--- config.mk ---
export PLATFORM = sky130hd
export DESIGN_NAME = rv_exec_top
export DESIGN_NICKNAME = d
export VERILOG_FILES = /design/src/rtl/rv_isa_pkg.sv /design/src/rtl/exec_map_pkg.sv /design/src/rtl/ctrl_unit.sv /design/src/rtl/imm_gen.sv /design/src/rtl/alu.sv /design/src/rtl/reg_file.sv /design/src/rtl/rv_exec_top.sv
export SDC_FILE = /design/constraint.sdc
export NUM_CORES = 2
export LEC_CHECK = 0
export BUFFER_PORTS_ARGS = -buffer_cell sky130_fd_sc_hd__buf_2
export CORE_ASPECT_RATIO = 1.75
export CORE_UTILIZATION = 40
export DETAILED_ROUTE_END_ITERATION = 6
export HOLD_SLACK_MARGIN = 0.06
export SETUP_SLACK_MARGIN = 0.05
export SYNTH_ARGS = -nofsm -noshare
export SYNTH_HDL_FRONTEND = slang
export SYNTH_SLANG_ARGS = --single-unit
--- constraint.sdc ---
create_clock -name clk_i -period 22.3 [get_ports clk_i]
set_input_delay 1.115 -clock clk_i [delete_from_list [all_inputs] [get_ports clk_i]]
set_output_delay 1.115 -clock clk_i [all_outputs]
set_load 0.005 [all_outputs]
--- src/rtl/rv_isa_pkg.sv ---
`default_nettype none

package rv_isa_pkg;

	typedef logic [31:0] xlen_t;	// Architectural word
	typedef logic [4:0]  reg_idx_t;
	typedef logic [2:0]  funct3_t;

	typedef enum logic [6:0] {
		OP_RTYPE  = 7'b0110011,
		OP_ITYPE  = 7'b0010011,
		OP_LOAD   = 7'b0000011,
		OP_STORE  = 7'b0100011,
		OP_BRANCH = 7'b1100011,
		OP_JAL    = 7'b1101111,
		OP_JALR   = 7'b1100111,
		OP_LUI    = 7'b0110111,
		OP_AUIPC  = 7'b0010111
	} opcode_t;

	// Code is {funct7[5], funct3}
	typedef enum logic [3:0] {
		ALU_ADD    = 4'b0000,
		ALU_SUB    = 4'b1000,
		ALU_SLL    = 4'b0001,
		ALU_SLT    = 4'b0010,
		ALU_SLTU   = 4'b0011,
		ALU_XOR    = 4'b0100,
		ALU_SRL    = 4'b0101,
		ALU_SRA    = 4'b1101,
		ALU_OR     = 4'b0110,
		ALU_AND    = 4'b0111,
		ALU_PASS_B = 4'b1111	// Spare code for LUI
	} alu_op_t;

	typedef enum logic [2:0] {
		IMM_I    = 3'd0,
		IMM_S    = 3'd1,
		IMM_B    = 3'd2,
		IMM_J    = 3'd3,
		IMM_U    = 3'd4,
		IMM_NONE = 3'd7
	} imm_sel_t;

	typedef enum logic [1:0] {
		WB_MEM = 2'd0,
		WB_ALU = 2'd1,
		WB_PC4 = 2'd2
	} wb_sel_t;

	localparam funct3_t F3_BEQ  = 3'b000;
	localparam funct3_t F3_BNE  = 3'b001;
	localparam funct3_t F3_BLT  = 3'b100;
	localparam funct3_t F3_BGE  = 3'b101;
	localparam funct3_t F3_BLTU = 3'b110;
	localparam funct3_t F3_BGEU = 3'b111;
	localparam funct3_t F3_SRX  = 3'b101;	// SRLI and SRAI share funct3

endpackage

`default_nettype wire

--- src/rtl/exec_map_pkg.sv ---
`default_nettype none

package exec_map_pkg;

	localparam int PADDR_W = 8;	// APB address width

	typedef logic [PADDR_W-1:0] paddr_t;

	localparam paddr_t ADDR_INST     = 8'h00;	// Instruction register
	localparam paddr_t ADDR_PC       = 8'h04;
	// x0..x31 at base + 4*n
	localparam paddr_t ADDR_REG_BASE = 8'h80;

endpackage

`default_nettype wire

--- src/rtl/ctrl_unit.sv ---
`timescale 1ns/10ps
`default_nettype none

module ctrl_unit
	import rv_isa_pkg::*;
(
	input  xlen_t    inst_i,
	output logic     reg_wen_o,
	output alu_op_t  alu_sel_o,
	output logic     b_sel_o,
	output imm_sel_t imm_sel_o,
	output logic     mem_we_o,
	output wb_sel_t  wb_sel_o,
	output logic     br_un_o,
	output logic     a_sel_o,
	output logic     mem_valid_o
);

	opcode_t opcode;
	funct3_t funct3;
	logic    funct7_5;

	assign opcode   = opcode_t'(inst_i[6:0]);
	assign funct3   = inst_i[14:12];
	assign funct7_5 = inst_i[30];

	always_comb begin
		reg_wen_o   = 1'b0;
		alu_sel_o   = ALU_ADD;	// Address math by default
		b_sel_o     = 1'b1;
		a_sel_o     = 1'b0;
		imm_sel_o   = IMM_NONE;
		mem_we_o    = 1'b0;
		mem_valid_o = 1'b0;
		wb_sel_o    = WB_ALU;
		case (opcode)
			OP_RTYPE: begin
				reg_wen_o = 1'b1;
				alu_sel_o = alu_op_t'({funct7_5, funct3});
				b_sel_o   = 1'b0;	// rs2 operand
			end
			OP_ITYPE: begin
				reg_wen_o = 1'b1;
				// imm[10] only selects SRAI, else it is immediate data
				alu_sel_o = alu_op_t'({funct7_5 & (funct3 == F3_SRX), funct3});
				imm_sel_o = IMM_I;
			end
			OP_LOAD: begin
				reg_wen_o   = 1'b1;
				imm_sel_o   = IMM_I;
				mem_valid_o = 1'b1;
				wb_sel_o    = WB_MEM;
			end
			OP_STORE: begin
				imm_sel_o   = IMM_S;
				mem_we_o    = 1'b1;
				mem_valid_o = 1'b1;
			end
			OP_BRANCH: begin
				imm_sel_o = IMM_B;
				a_sel_o   = 1'b1;	// Target is PC relative
			end
			OP_JAL: begin
				reg_wen_o = 1'b1;
				imm_sel_o = IMM_J;
				a_sel_o   = 1'b1;
				wb_sel_o  = WB_PC4;
			end
			OP_JALR: begin
				reg_wen_o = 1'b1;
				imm_sel_o = IMM_I;
				wb_sel_o  = WB_PC4;
			end
			OP_LUI: begin
				reg_wen_o = 1'b1;
				imm_sel_o = IMM_U;
				alu_sel_o = ALU_PASS_B;
			end
			OP_AUIPC: begin
				reg_wen_o = 1'b1;
				imm_sel_o = IMM_U;
				a_sel_o   = 1'b1;
			end
			default: begin
			end
		endcase
	end

	assign br_un_o = (funct3 == F3_BLTU) || (funct3 == F3_BGEU);

	always_comb begin
		assert (!mem_we_o || mem_valid_o)
			else $error("ctrl_unit: store without memory valid");
	end

endmodule

`default_nettype wire

--- src/rtl/imm_gen.sv ---
`timescale 1ns/10ps
`default_nettype none

module imm_gen
	import rv_isa_pkg::*;
(
	input  xlen_t    inst_i,
	input  imm_sel_t imm_sel_i,
	output xlen_t    imm_o
);

	logic sign;

	assign sign = inst_i[31];	// Sign bit sits here in every format

	always_comb begin
		case (imm_sel_i)
			IMM_I: imm_o = {{20{sign}}, inst_i[31:20]};
			IMM_S: imm_o = {{20{sign}}, inst_i[31:25], inst_i[11:7]};
			IMM_B: begin
				imm_o = {{19{sign}}, sign, inst_i[7], inst_i[30:25],
					inst_i[11:8], 1'b0};
			end
			IMM_J: begin
				imm_o = {{11{sign}}, sign, inst_i[19:12], inst_i[20],
					inst_i[30:21], 1'b0};
			end
			IMM_U: imm_o = {inst_i[31:12], 12'h000};
			default: imm_o = '0;	// IMM_NONE
		endcase
	end

endmodule

`default_nettype wire

--- src/rtl/alu.sv ---
`timescale 1ns/10ps
`default_nettype none

module alu
	import rv_isa_pkg::*;
(
	input  xlen_t   a_i,
	input  xlen_t   b_i,
	input  alu_op_t alu_sel_i,
	output xlen_t   result_o
);

	logic [4:0] shamt;

	assign shamt = b_i[4:0];

	always_comb begin
		case (alu_sel_i)
			ALU_ADD:    result_o = a_i + b_i;
			ALU_SUB:    result_o = a_i - b_i;
			ALU_SLL:    result_o = a_i << shamt;
			ALU_SLT:    result_o = {31'b0, $signed(a_i) < $signed(b_i)};
			ALU_SLTU:   result_o = {31'b0, a_i < b_i};
			ALU_XOR:    result_o = a_i ^ b_i;
			ALU_SRL:    result_o = a_i >> shamt;
			ALU_SRA:    result_o = xlen_t'($signed(a_i) >>> shamt);
			ALU_OR:     result_o = a_i | b_i;
			ALU_AND:    result_o = a_i & b_i;
			ALU_PASS_B: result_o = b_i;
			default:    result_o = '0;	// Unused codes
		endcase
	end

endmodule

`default_nettype wire

--- src/rtl/reg_file.sv ---
`timescale 1ns/10ps
`default_nettype none

module reg_file
	import rv_isa_pkg::*;
(
	input  logic     clk_i,
	input  logic     reset_i,
	input  logic     we_i,
	input  reg_idx_t rs1_i,
	input  reg_idx_t rs2_i,
	input  reg_idx_t rd_i,
	input  xlen_t    wdata_i,
	output xlen_t    rdata1_o,
	output xlen_t    rdata2_o
);

	xlen_t regs [32];

	always_ff @(posedge clk_i) begin
		if (reset_i) begin
			for (int i = 0; i < 32; i++) begin
				regs[i] <= '0;
			end
		end else if (we_i && (rd_i != '0)) begin
			regs[rd_i] <= wdata_i;	// x0 writes dropped here
		end
	end

	assign rdata1_o = regs[rs1_i];
	assign rdata2_o = regs[rs2_i];

	assert property (@(posedge clk_i) disable iff (reset_i)
		(rs1_i == '0) |-> (rdata1_o == '0));

endmodule

`default_nettype wire

--- src/rtl/rv_exec_top.sv ---
`timescale 1ns/10ps
`default_nettype none

module rv_exec_top
	import rv_isa_pkg::*;
	import exec_map_pkg::*;
#(
	parameter int unsigned DMEM_WORDS = 16
) (
	input  logic   clk_i,
	input  logic   reset_i,
	input  logic   psel_i,
	input  logic   penable_i,
	input  logic   pwrite_i,
	input  paddr_t paddr_i,
	input  xlen_t  pwdata_i,
	output xlen_t  prdata_o,
	output logic   pready_o,
	output logic   pslverr_o
);

	localparam int DMEM_AW = $clog2(DMEM_WORDS);

	typedef enum logic {
		EXEC_IDLE,
		EXEC_RUN
	} exec_state_t;

	exec_state_t state_q;
	xlen_t       inst_q;
	xlen_t       pc_q;
	xlen_t       dmem [DMEM_WORDS];

	logic     access;
	logic     win_hit;
	logic     addr_hit;
	logic     inst_wr;
	logic     commit;
	paddr_t   win_off;
	reg_idx_t win_idx;

	logic     reg_wen;
	alu_op_t  alu_sel;
	logic     b_sel;
	logic     a_sel;
	imm_sel_t imm_sel;
	logic     mem_we;
	logic     mem_valid;
	wb_sel_t  wb_sel;
	logic     br_un;

	xlen_t    imm;
	reg_idx_t rf_rs1;
	xlen_t    rs1_data;
	xlen_t    rs2_data;
	xlen_t    a_op;
	xlen_t    b_op;
	xlen_t    alu_res;
	xlen_t    pc_plus4;
	xlen_t    next_pc;
	xlen_t    mem_rdata;
	xlen_t    wb_data;
	funct3_t  funct3;
	logic     br_eq;
	logic     br_lt;
	logic     br_taken;
	logic [DMEM_AW-1:0] dmem_idx;

	// APB decode
	assign access   = psel_i && penable_i;
	assign win_off  = paddr_i - ADDR_REG_BASE;
	assign win_idx  = win_off[6:2];
	assign win_hit  = (paddr_i >= ADDR_REG_BASE) && (win_off[1:0] == 2'b00);
	assign addr_hit = (paddr_i == ADDR_INST) || (paddr_i == ADDR_PC) || win_hit;
	assign inst_wr  = access && pwrite_i && (paddr_i == ADDR_INST);
	assign commit   = (state_q == EXEC_RUN);

	// Wait state only for the first access cycle of an instruction write
	assign pready_o  = access && !(inst_wr && (state_q == EXEC_IDLE));
	assign pslverr_o = access && !addr_hit;

	always_comb begin
		prdata_o = '0;
		if (paddr_i == ADDR_INST) begin
			prdata_o = inst_q;
		end else if (paddr_i == ADDR_PC) begin
			prdata_o = pc_q;
		end else if (win_hit) begin
			prdata_o = rs1_data;	// Host borrows read port 1
		end
	end

	always_ff @(posedge clk_i) begin
		if (reset_i) begin
			state_q <= EXEC_IDLE;
			inst_q  <= '0;
		end else begin
			case (state_q)
				EXEC_IDLE: begin
					if (inst_wr) begin
						state_q <= EXEC_RUN;
						inst_q  <= pwdata_i;
					end
				end
				default: state_q <= EXEC_IDLE;	// Retires on this edge
			endcase
		end
	end

	ctrl_unit u_ctrl (
		.inst_i      (inst_q),
		.reg_wen_o   (reg_wen),
		.alu_sel_o   (alu_sel),
		.b_sel_o     (b_sel),
		.imm_sel_o   (imm_sel),
		.mem_we_o    (mem_we),
		.wb_sel_o    (wb_sel),
		.br_un_o     (br_un),
		.a_sel_o     (a_sel),
		.mem_valid_o (mem_valid)
	);

	imm_gen u_imm (
		.inst_i    (inst_q),
		.imm_sel_i (imm_sel),
		.imm_o     (imm)
	);

	assign rf_rs1 = commit ? inst_q[19:15] : win_idx;

	reg_file u_rf (
		.clk_i    (clk_i),
		.reset_i  (reset_i),
		.we_i     (commit && reg_wen),
		.rs1_i    (rf_rs1),
		.rs2_i    (inst_q[24:20]),
		.rd_i     (inst_q[11:7]),
		.wdata_i  (wb_data),
		.rdata1_o (rs1_data),
		.rdata2_o (rs2_data)
	);

	assign a_op = a_sel ? pc_q : rs1_data;
	assign b_op = b_sel ? imm : rs2_data;

	alu u_alu (
		.a_i       (a_op),
		.b_i       (b_op),
		.alu_sel_i (alu_sel),
		.result_o  (alu_res)
	);

	// Branch compare
	assign funct3 = inst_q[14:12];
	assign br_eq  = (rs1_data == rs2_data);
	assign br_lt  = br_un ? (rs1_data < rs2_data) : ($signed(rs1_data) < $signed(rs2_data));

	always_comb begin
		case (funct3)
			F3_BEQ:  br_taken = br_eq;
			F3_BNE:  br_taken = !br_eq;
			F3_BLT:  br_taken = br_lt;
			F3_BGE:  br_taken = !br_lt;
			F3_BLTU: br_taken = br_lt;
			F3_BGEU: br_taken = !br_lt;
			default: br_taken = 1'b0;
		endcase
		if (opcode_t'(inst_q[6:0]) != OP_BRANCH) begin
			br_taken = 1'b0;
		end
	end

	assign pc_plus4 = pc_q + 32'd4;
	assign next_pc  = (br_taken || (wb_sel == WB_PC4)) ? {alu_res[31:1], 1'b0} : pc_plus4;

	always_ff @(posedge clk_i) begin
		if (reset_i) begin
			pc_q <= '0;
		end else if (commit) begin
			pc_q <= next_pc;
		end else if (access && pwrite_i && (paddr_i == ADDR_PC)) begin
			pc_q <= pwdata_i;
		end
	end

	// Word memory with wrapping address
	assign dmem_idx  = alu_res[DMEM_AW+1:2];
	assign mem_rdata = mem_valid ? dmem[dmem_idx] : '0;

	always_ff @(posedge clk_i) begin
		if (reset_i) begin
			for (int i = 0; i < DMEM_WORDS; i++) begin
				dmem[i] <= '0;
			end
		end else if (commit && mem_we) begin
			dmem[dmem_idx] <= rs2_data;
		end
	end

	always_comb begin
		case (wb_sel)
			WB_MEM:  wb_data = mem_rdata;
			WB_PC4:  wb_data = pc_plus4;
			default: wb_data = alu_res;
		endcase
	end

	assert property (@(posedge clk_i) disable iff (reset_i)
		pready_o |-> (psel_i && penable_i));

	assert property (@(posedge clk_i) disable iff (reset_i)
		(state_q == EXEC_RUN) |=> (state_q == EXEC_IDLE));

endmodule

`default_nettype wire

# After elaboration in Yosys (flattened, before gate mapping)

Memories as Yosys holds them, arrays and structs flattened. A register that Yosys moved wholly into a read port is not among the register bits.
Cells that the tools add are included.
Widths: inputs -> output; s select.

Bits in registers: 65
Latch bits: 0
Memory bits (writable): 1536
Bits in read-only memories: 0
Input bits: 45
Output and inout bits: 34
Word-level logic and storage cells: 133
Memories kept: 2

Memory list:

| memory    | words | width | rd ports | clocked after memory_dff | write ports | RTL line          | RTL |
|---|---|---|---|---|---|---|---|
| u_rf.regs | 32    | 32    | 2        | 1                        | 32          | reg_file.sv:18    | `xlen_t regs [32];` |
| dmem      | 16    | 32    | 1        | 0                        | 16          | rv_exec_top.sv:32 | `xlen_t dmem [DMEM_WORDS];` |

Add/subtract/negate cells: 4
Multiply operators: 0
Divide/modulo/power cells: 0
$lt $le $gt $ge: 5
Equality and inequality tests: 32
Shift operators: 3
Mux-type cells: 40
Bitwise gates (word level): 5
Reductions and logical operators: 39

Operators by type and width:

| cell                  | number |
|---|---|
| $mux 32               | 11 |
| $pmux 32 s11          | 1 |
| $pmux 32 s5           | 1 |
| $lt 32x32->1          | 4 |
| $pmux 32 s2           | 1 |
| $reduce_or 32->1      | 2 |
| $add 32x3->32 const B | 1 |
| $add 32x32->32        | 1 |
| $and 32x32->32        | 1 |
| $eq 32x32->1          | 1 |
| $or 32x32->32         | 1 |
| $shl 32x5->32         | 1 |
| $shr 32x5->32         | 1 |
| $sshr 32x5->32        | 1 |
| $sub 32x32->32        | 1 |
| $xor 32x32->32        | 1 |
| $eq 7x6->1 const B    | 3 |
| $eq 7x7->1 const B    | 3 |
| $mux 5                | 4 |
| $mux 1                | 17 |
| $eq 4x3->1 const B    | 4 |
| $eq 3x3->1 const B    | 5 |
| $pmux 3 s5            | 1 |
| $eq 7x5->1 const B    | 2 |
| other kinds (30)      | 59 |

# Depth between registers and ports, before layout

An unclocked memory read counts as a cell.

Depth in word-level cells: 12
Mapped depth: 35
Mapped depth without buffers: 26

# Modules after synthesis

Synthesis repeated with hierarchy kept, for this count alone.

Cells, all modules: 8451
Area total of the unflattened synthesis: 95083.7 µm²

Modules (own cells, without submodules):

| module      | times used | cells each | area an instance (µm²) |
|---|---|---|---|
| reg_file    | 1          | 4605       | 55888.6 |
| rv_exec_top | 1          | 2398       | 29415.7 |
| alu         | 1          | 1325       | 8972.4 |
| imm_gen     | 1          | 73         | 494.2 |
| ctrl_unit   | 1          | 50         | 312.8 |

# Least setup slack after synthesis

OpenSTA, ideal clock, no wires.

Path type: reg-to-reg
Start: reg with a tool-made name
End: mem u_rf.regs[10][30] (netlist bit) (data pin)
Setup time: 0.268 ns
Arrival: 7.719 ns
Setup slack: 14.314 ns
Cell stages (with the launch flop): 30
Clock period less this slack: 7.986 ns
Cells stage by stage: dfxtp_1 buf_2 buf_4 buf_2 buf_2 buf_2 buf_1 buf_2 mux4_2 mux4_2 mux2i_1 nor2_1 a21oi_1 inv_1 ha_1 a21oi_1 nor2_1 o41ai_1 a2111oi_0 nor3_1 o21ai_0 a2111oi_0 nand2b_1 nand3_1 o311ai_0 xnor2_1 a222oi_1 or3b_1 clkbuf_1 nor2b_1

RTL lines:

| item      | RTL line |
|---|---|
| to (decl) | reg_file.sv:18 |

==> results.md <==
* Root buffer cell: clkbuf_16
* Clk_skew at 0.09720 ns
* Worst-Margin Slew at 1.478 ns
* Leakage at 35.90 nW
* Commonest cells in the netlist: edfxtp_1, nor2_1, nand2_1
* Area delta synth->final at 9.644%
* # setup viols final at 0
* Setup tns final at 0 ns
* Initial antenna violation count at 41
* Ys async rst share at 0%
* Xor/xnor share of the synthesized area at 0.4961%
* Worst-Skew Late Latency at 0.91 ns
* Vias at 82110
* Placer congestion estimate at 1.039
* Period utilisation layout at 54.20%
* Max-Cap Viols at 1
* Max_slew headroom at 0.4399%
* Global-route wire length before repair at 648.5 mm
* Synth cell types at 118
* Antenna Nets Post-Route at 0
* Initial DRC count at 12450
* Top cells by area, synth: edfxtp_1, mux4_2, nor2_1
* Hold Crit Class: reg2reg
* Placed cell area at 99600 sq um
* Synth Area in Compound Gates at 13.74%
* Max clock buf depth at 4
* Worst path most repeated cell: buf_4
* CTS resizes at 0
* Largest net degree at the start of global routing at 104
* Post-Synth Adder-Cell Area at 1.761%
* Setup bufs post-CTS at 0
* Non-Filler Instances at 11790
* Most instantiated library cell after synthesis: edfxtp_1
* Failing checks: max-capacitance violations
* Number of global-route vias before repair at 79050
* Synth top area share at 48.38%
* CTS sink cnt at 1606
* Unrepaired setup endpoints after global routing: false
* Slowest CP cell: a222oi_1
* Hold Buf Count CTS at 0
* Pre-antenna DRT Iters at 6
* Crit-path cells: clkbuf_8 -> mux2_8 -> buf_4 -> buf_4 -> mux4_2 -> o22a_1 -> a41oi_1 -> nand2_1 -> inv_2 -> mux4_2 -> a2111oi_2 -> a311oi_2 -> a22oi_4 -> buf_4 -> buf_12 -> buf_4 -> mux2i_1 -> mux2i_1 -> a222oi_1 -> and3b_1 -> buf_4 -> nor2_1
* DRC viols at 0
* Ys flop type: edfxtp_1
* Initial Util at 40.31%
* Chip width at 371.0 microns
* Reg clk slew, reported paths at 0.06 ns
* Cells after DPL at 11500
* I/O Buffers at 78
* Share of cells above drive strength 1 at 15.72%
* Final Hold Fails at 0
* Max IR drop VDD at 0.05906 mV
* GRT Resource Usage Total at 39.41%
* Via/cell ratio at 6.962
* Slew Viols, Final at 0
* Post-synthesis simple-gate area fraction at 15.08%
* Largest family of logic cells by synthesized area: simple AND/OR/NAND/NOR gates
* Htree depth at 4
* Filler Cell Count at 21960
* Count of state elements after synthesis at 1606
* Core ar. at 236500 sq um
* Final min period at 12.09 ns
* Grt ovf at 0
* HPWL reported at the end of detailed placement at 317.9 mm
* Nets at 8741
* Yosys warns at 0
* Worst EP required at 22.83 ns
* Yosys top cell by area: edfxtp_1
* Row cnt at 236
* Pwr dens at 72.41 nW/um^2
* Post-Route WL at 483.1 mm
* Synth Cell Area at 95340 sq um
* Critical path capture point type: flip-flop
* Startpoint types: primary input
* Die area at 240400 sq um
* Data arrival, critical path at 12.62 ns
* Outcome: finished with violations
* Die Y-Extent at 647.8 microns
* Register area share after synthesis at 49.85%
* CTS tree: yes
* Post-synthesis mux area share at 14.52%
* CP peak stage delay at 1.27 ns
* I/O Pins at 79
* Total CTS buffers at 159
* Synthesized area per cell at 10.90 sq um
* Routed WL per cell at 40.96 microns
* Post-Synthesis Cells at 8750
* Final instance area at 104500 sq um
* Crit path max fanout at 103
* EDFF count, synth at 1536
* Highest Clock Rate at 82.73 MHz
* Final Util at 44.19%
* Critical path type: in2reg
==> placed cells by master (no fill, tap or decap), types with 108 or more instances in the layout <==
cell type,count
a21oi_1,469
a22oi_1,126
buf_4,374
clkbuf_16,163
edfxtp_1,1536
ha_1,131
inv_1,108
mux2i_1,453
mux4_2,375
nand2_1,571
nand3_1,175
nor2_1,1419
nor2b_1,474
o21ai_0,309
o22ai_1,235
==> metal layers <==
metal / wire (microns) / vias to the layer above / track usage (%)
li1: - / 32350 / -
met2: 217600 / 6534 / 61.49
met1: 152500 / 40950 / 42.20
met3: 51060 / 2253 / 9.533
met4: 61840 / 24 / 41.64
met5: 153 / - / 0
==> registers in the layout, summed over array words and instances (netlist names), named ones only <==
register,flops
commit,1
dmem,512
inst_q,32
pc_q,32
u_rf.regs,1024
==> metrics by stage <==
step           hold WS (ns)  setup WS, ns  total power [W]
6_report             0.5034         10.21         0.007569
2_1_floorplan        0.4588         14.31         0.004274
3_5_place_dp         0.4920         9.801         0.004849
3_3_place_gp         0.4803         9.442         0.004832
4_1_cts              0.4878         10.61         0.007497
5_1_grt              0.5107         10.29         0.007679
==> critical path, delay by kind of cell <==
| family | cells | cell delay [ns] |
|---|---|---|
| buffers and inverters | 8 | 4.33 |
| AND/OR/NAND/NOR | 3 | 1.70 |
| AO/OA/AOI/OAI | 6 | 2.91 |
| multiplexers | 5 | 2.09 |
==> logic make-up after synthesis <==
group	Yosys count
flip-flops	1606
multiplexers	907
AO/OA/AOI/OAI	1960
buffers and inverters	950
other	1
adder cells (fa/ha/maj)	133
AND/OR/NAND/NOR	3139
XOR/XNOR	54
==> path summary, 6_finish.rpt <==
check                                             start                              end  slack, ns  cells after the start
worst max register to register        commit$_SDFF_PP0_  u_rf.regs[19][21]$_SDFFCE_PN0P_      10.27                     29
worst min-delay path            inst_q[26]$_SDFFE_PP0P_          inst_q[26]$_SDFFE_PP0P_       0.50                      2
worst min register to register  inst_q[26]$_SDFFE_PP0P_          inst_q[26]$_SDFFE_PP0P_       0.50                      2
worst max-delay path                         paddr_i[2]  u_rf.regs[19][21]$_SDFFCE_PN0P_      10.21                     22
==> cell type report <==
class	instances	area, sq um	area share (%)
Tap cell	3094	3871	3.703
Clock inverter	66	600.6	0.5746
Sequential cell	1606	47550	45.49
Clock buffer	211	4279	4.094
Timing Repair Buffer	456	3273	3.131
Antenna cell	21	52.55	0.05027
Inverter	115	432.9	0.4142
Multi-Input combinational cell	6225	44470	42.54
==> where the power goes <==
part | internal (W) | switching [W]
sequential | 0.00342 | 0.0000673
clock | 0.00148 | 0.00124
combinational | 0.000396 | 0.000973
Note: power is estimated with default switching activity, not from simulation.
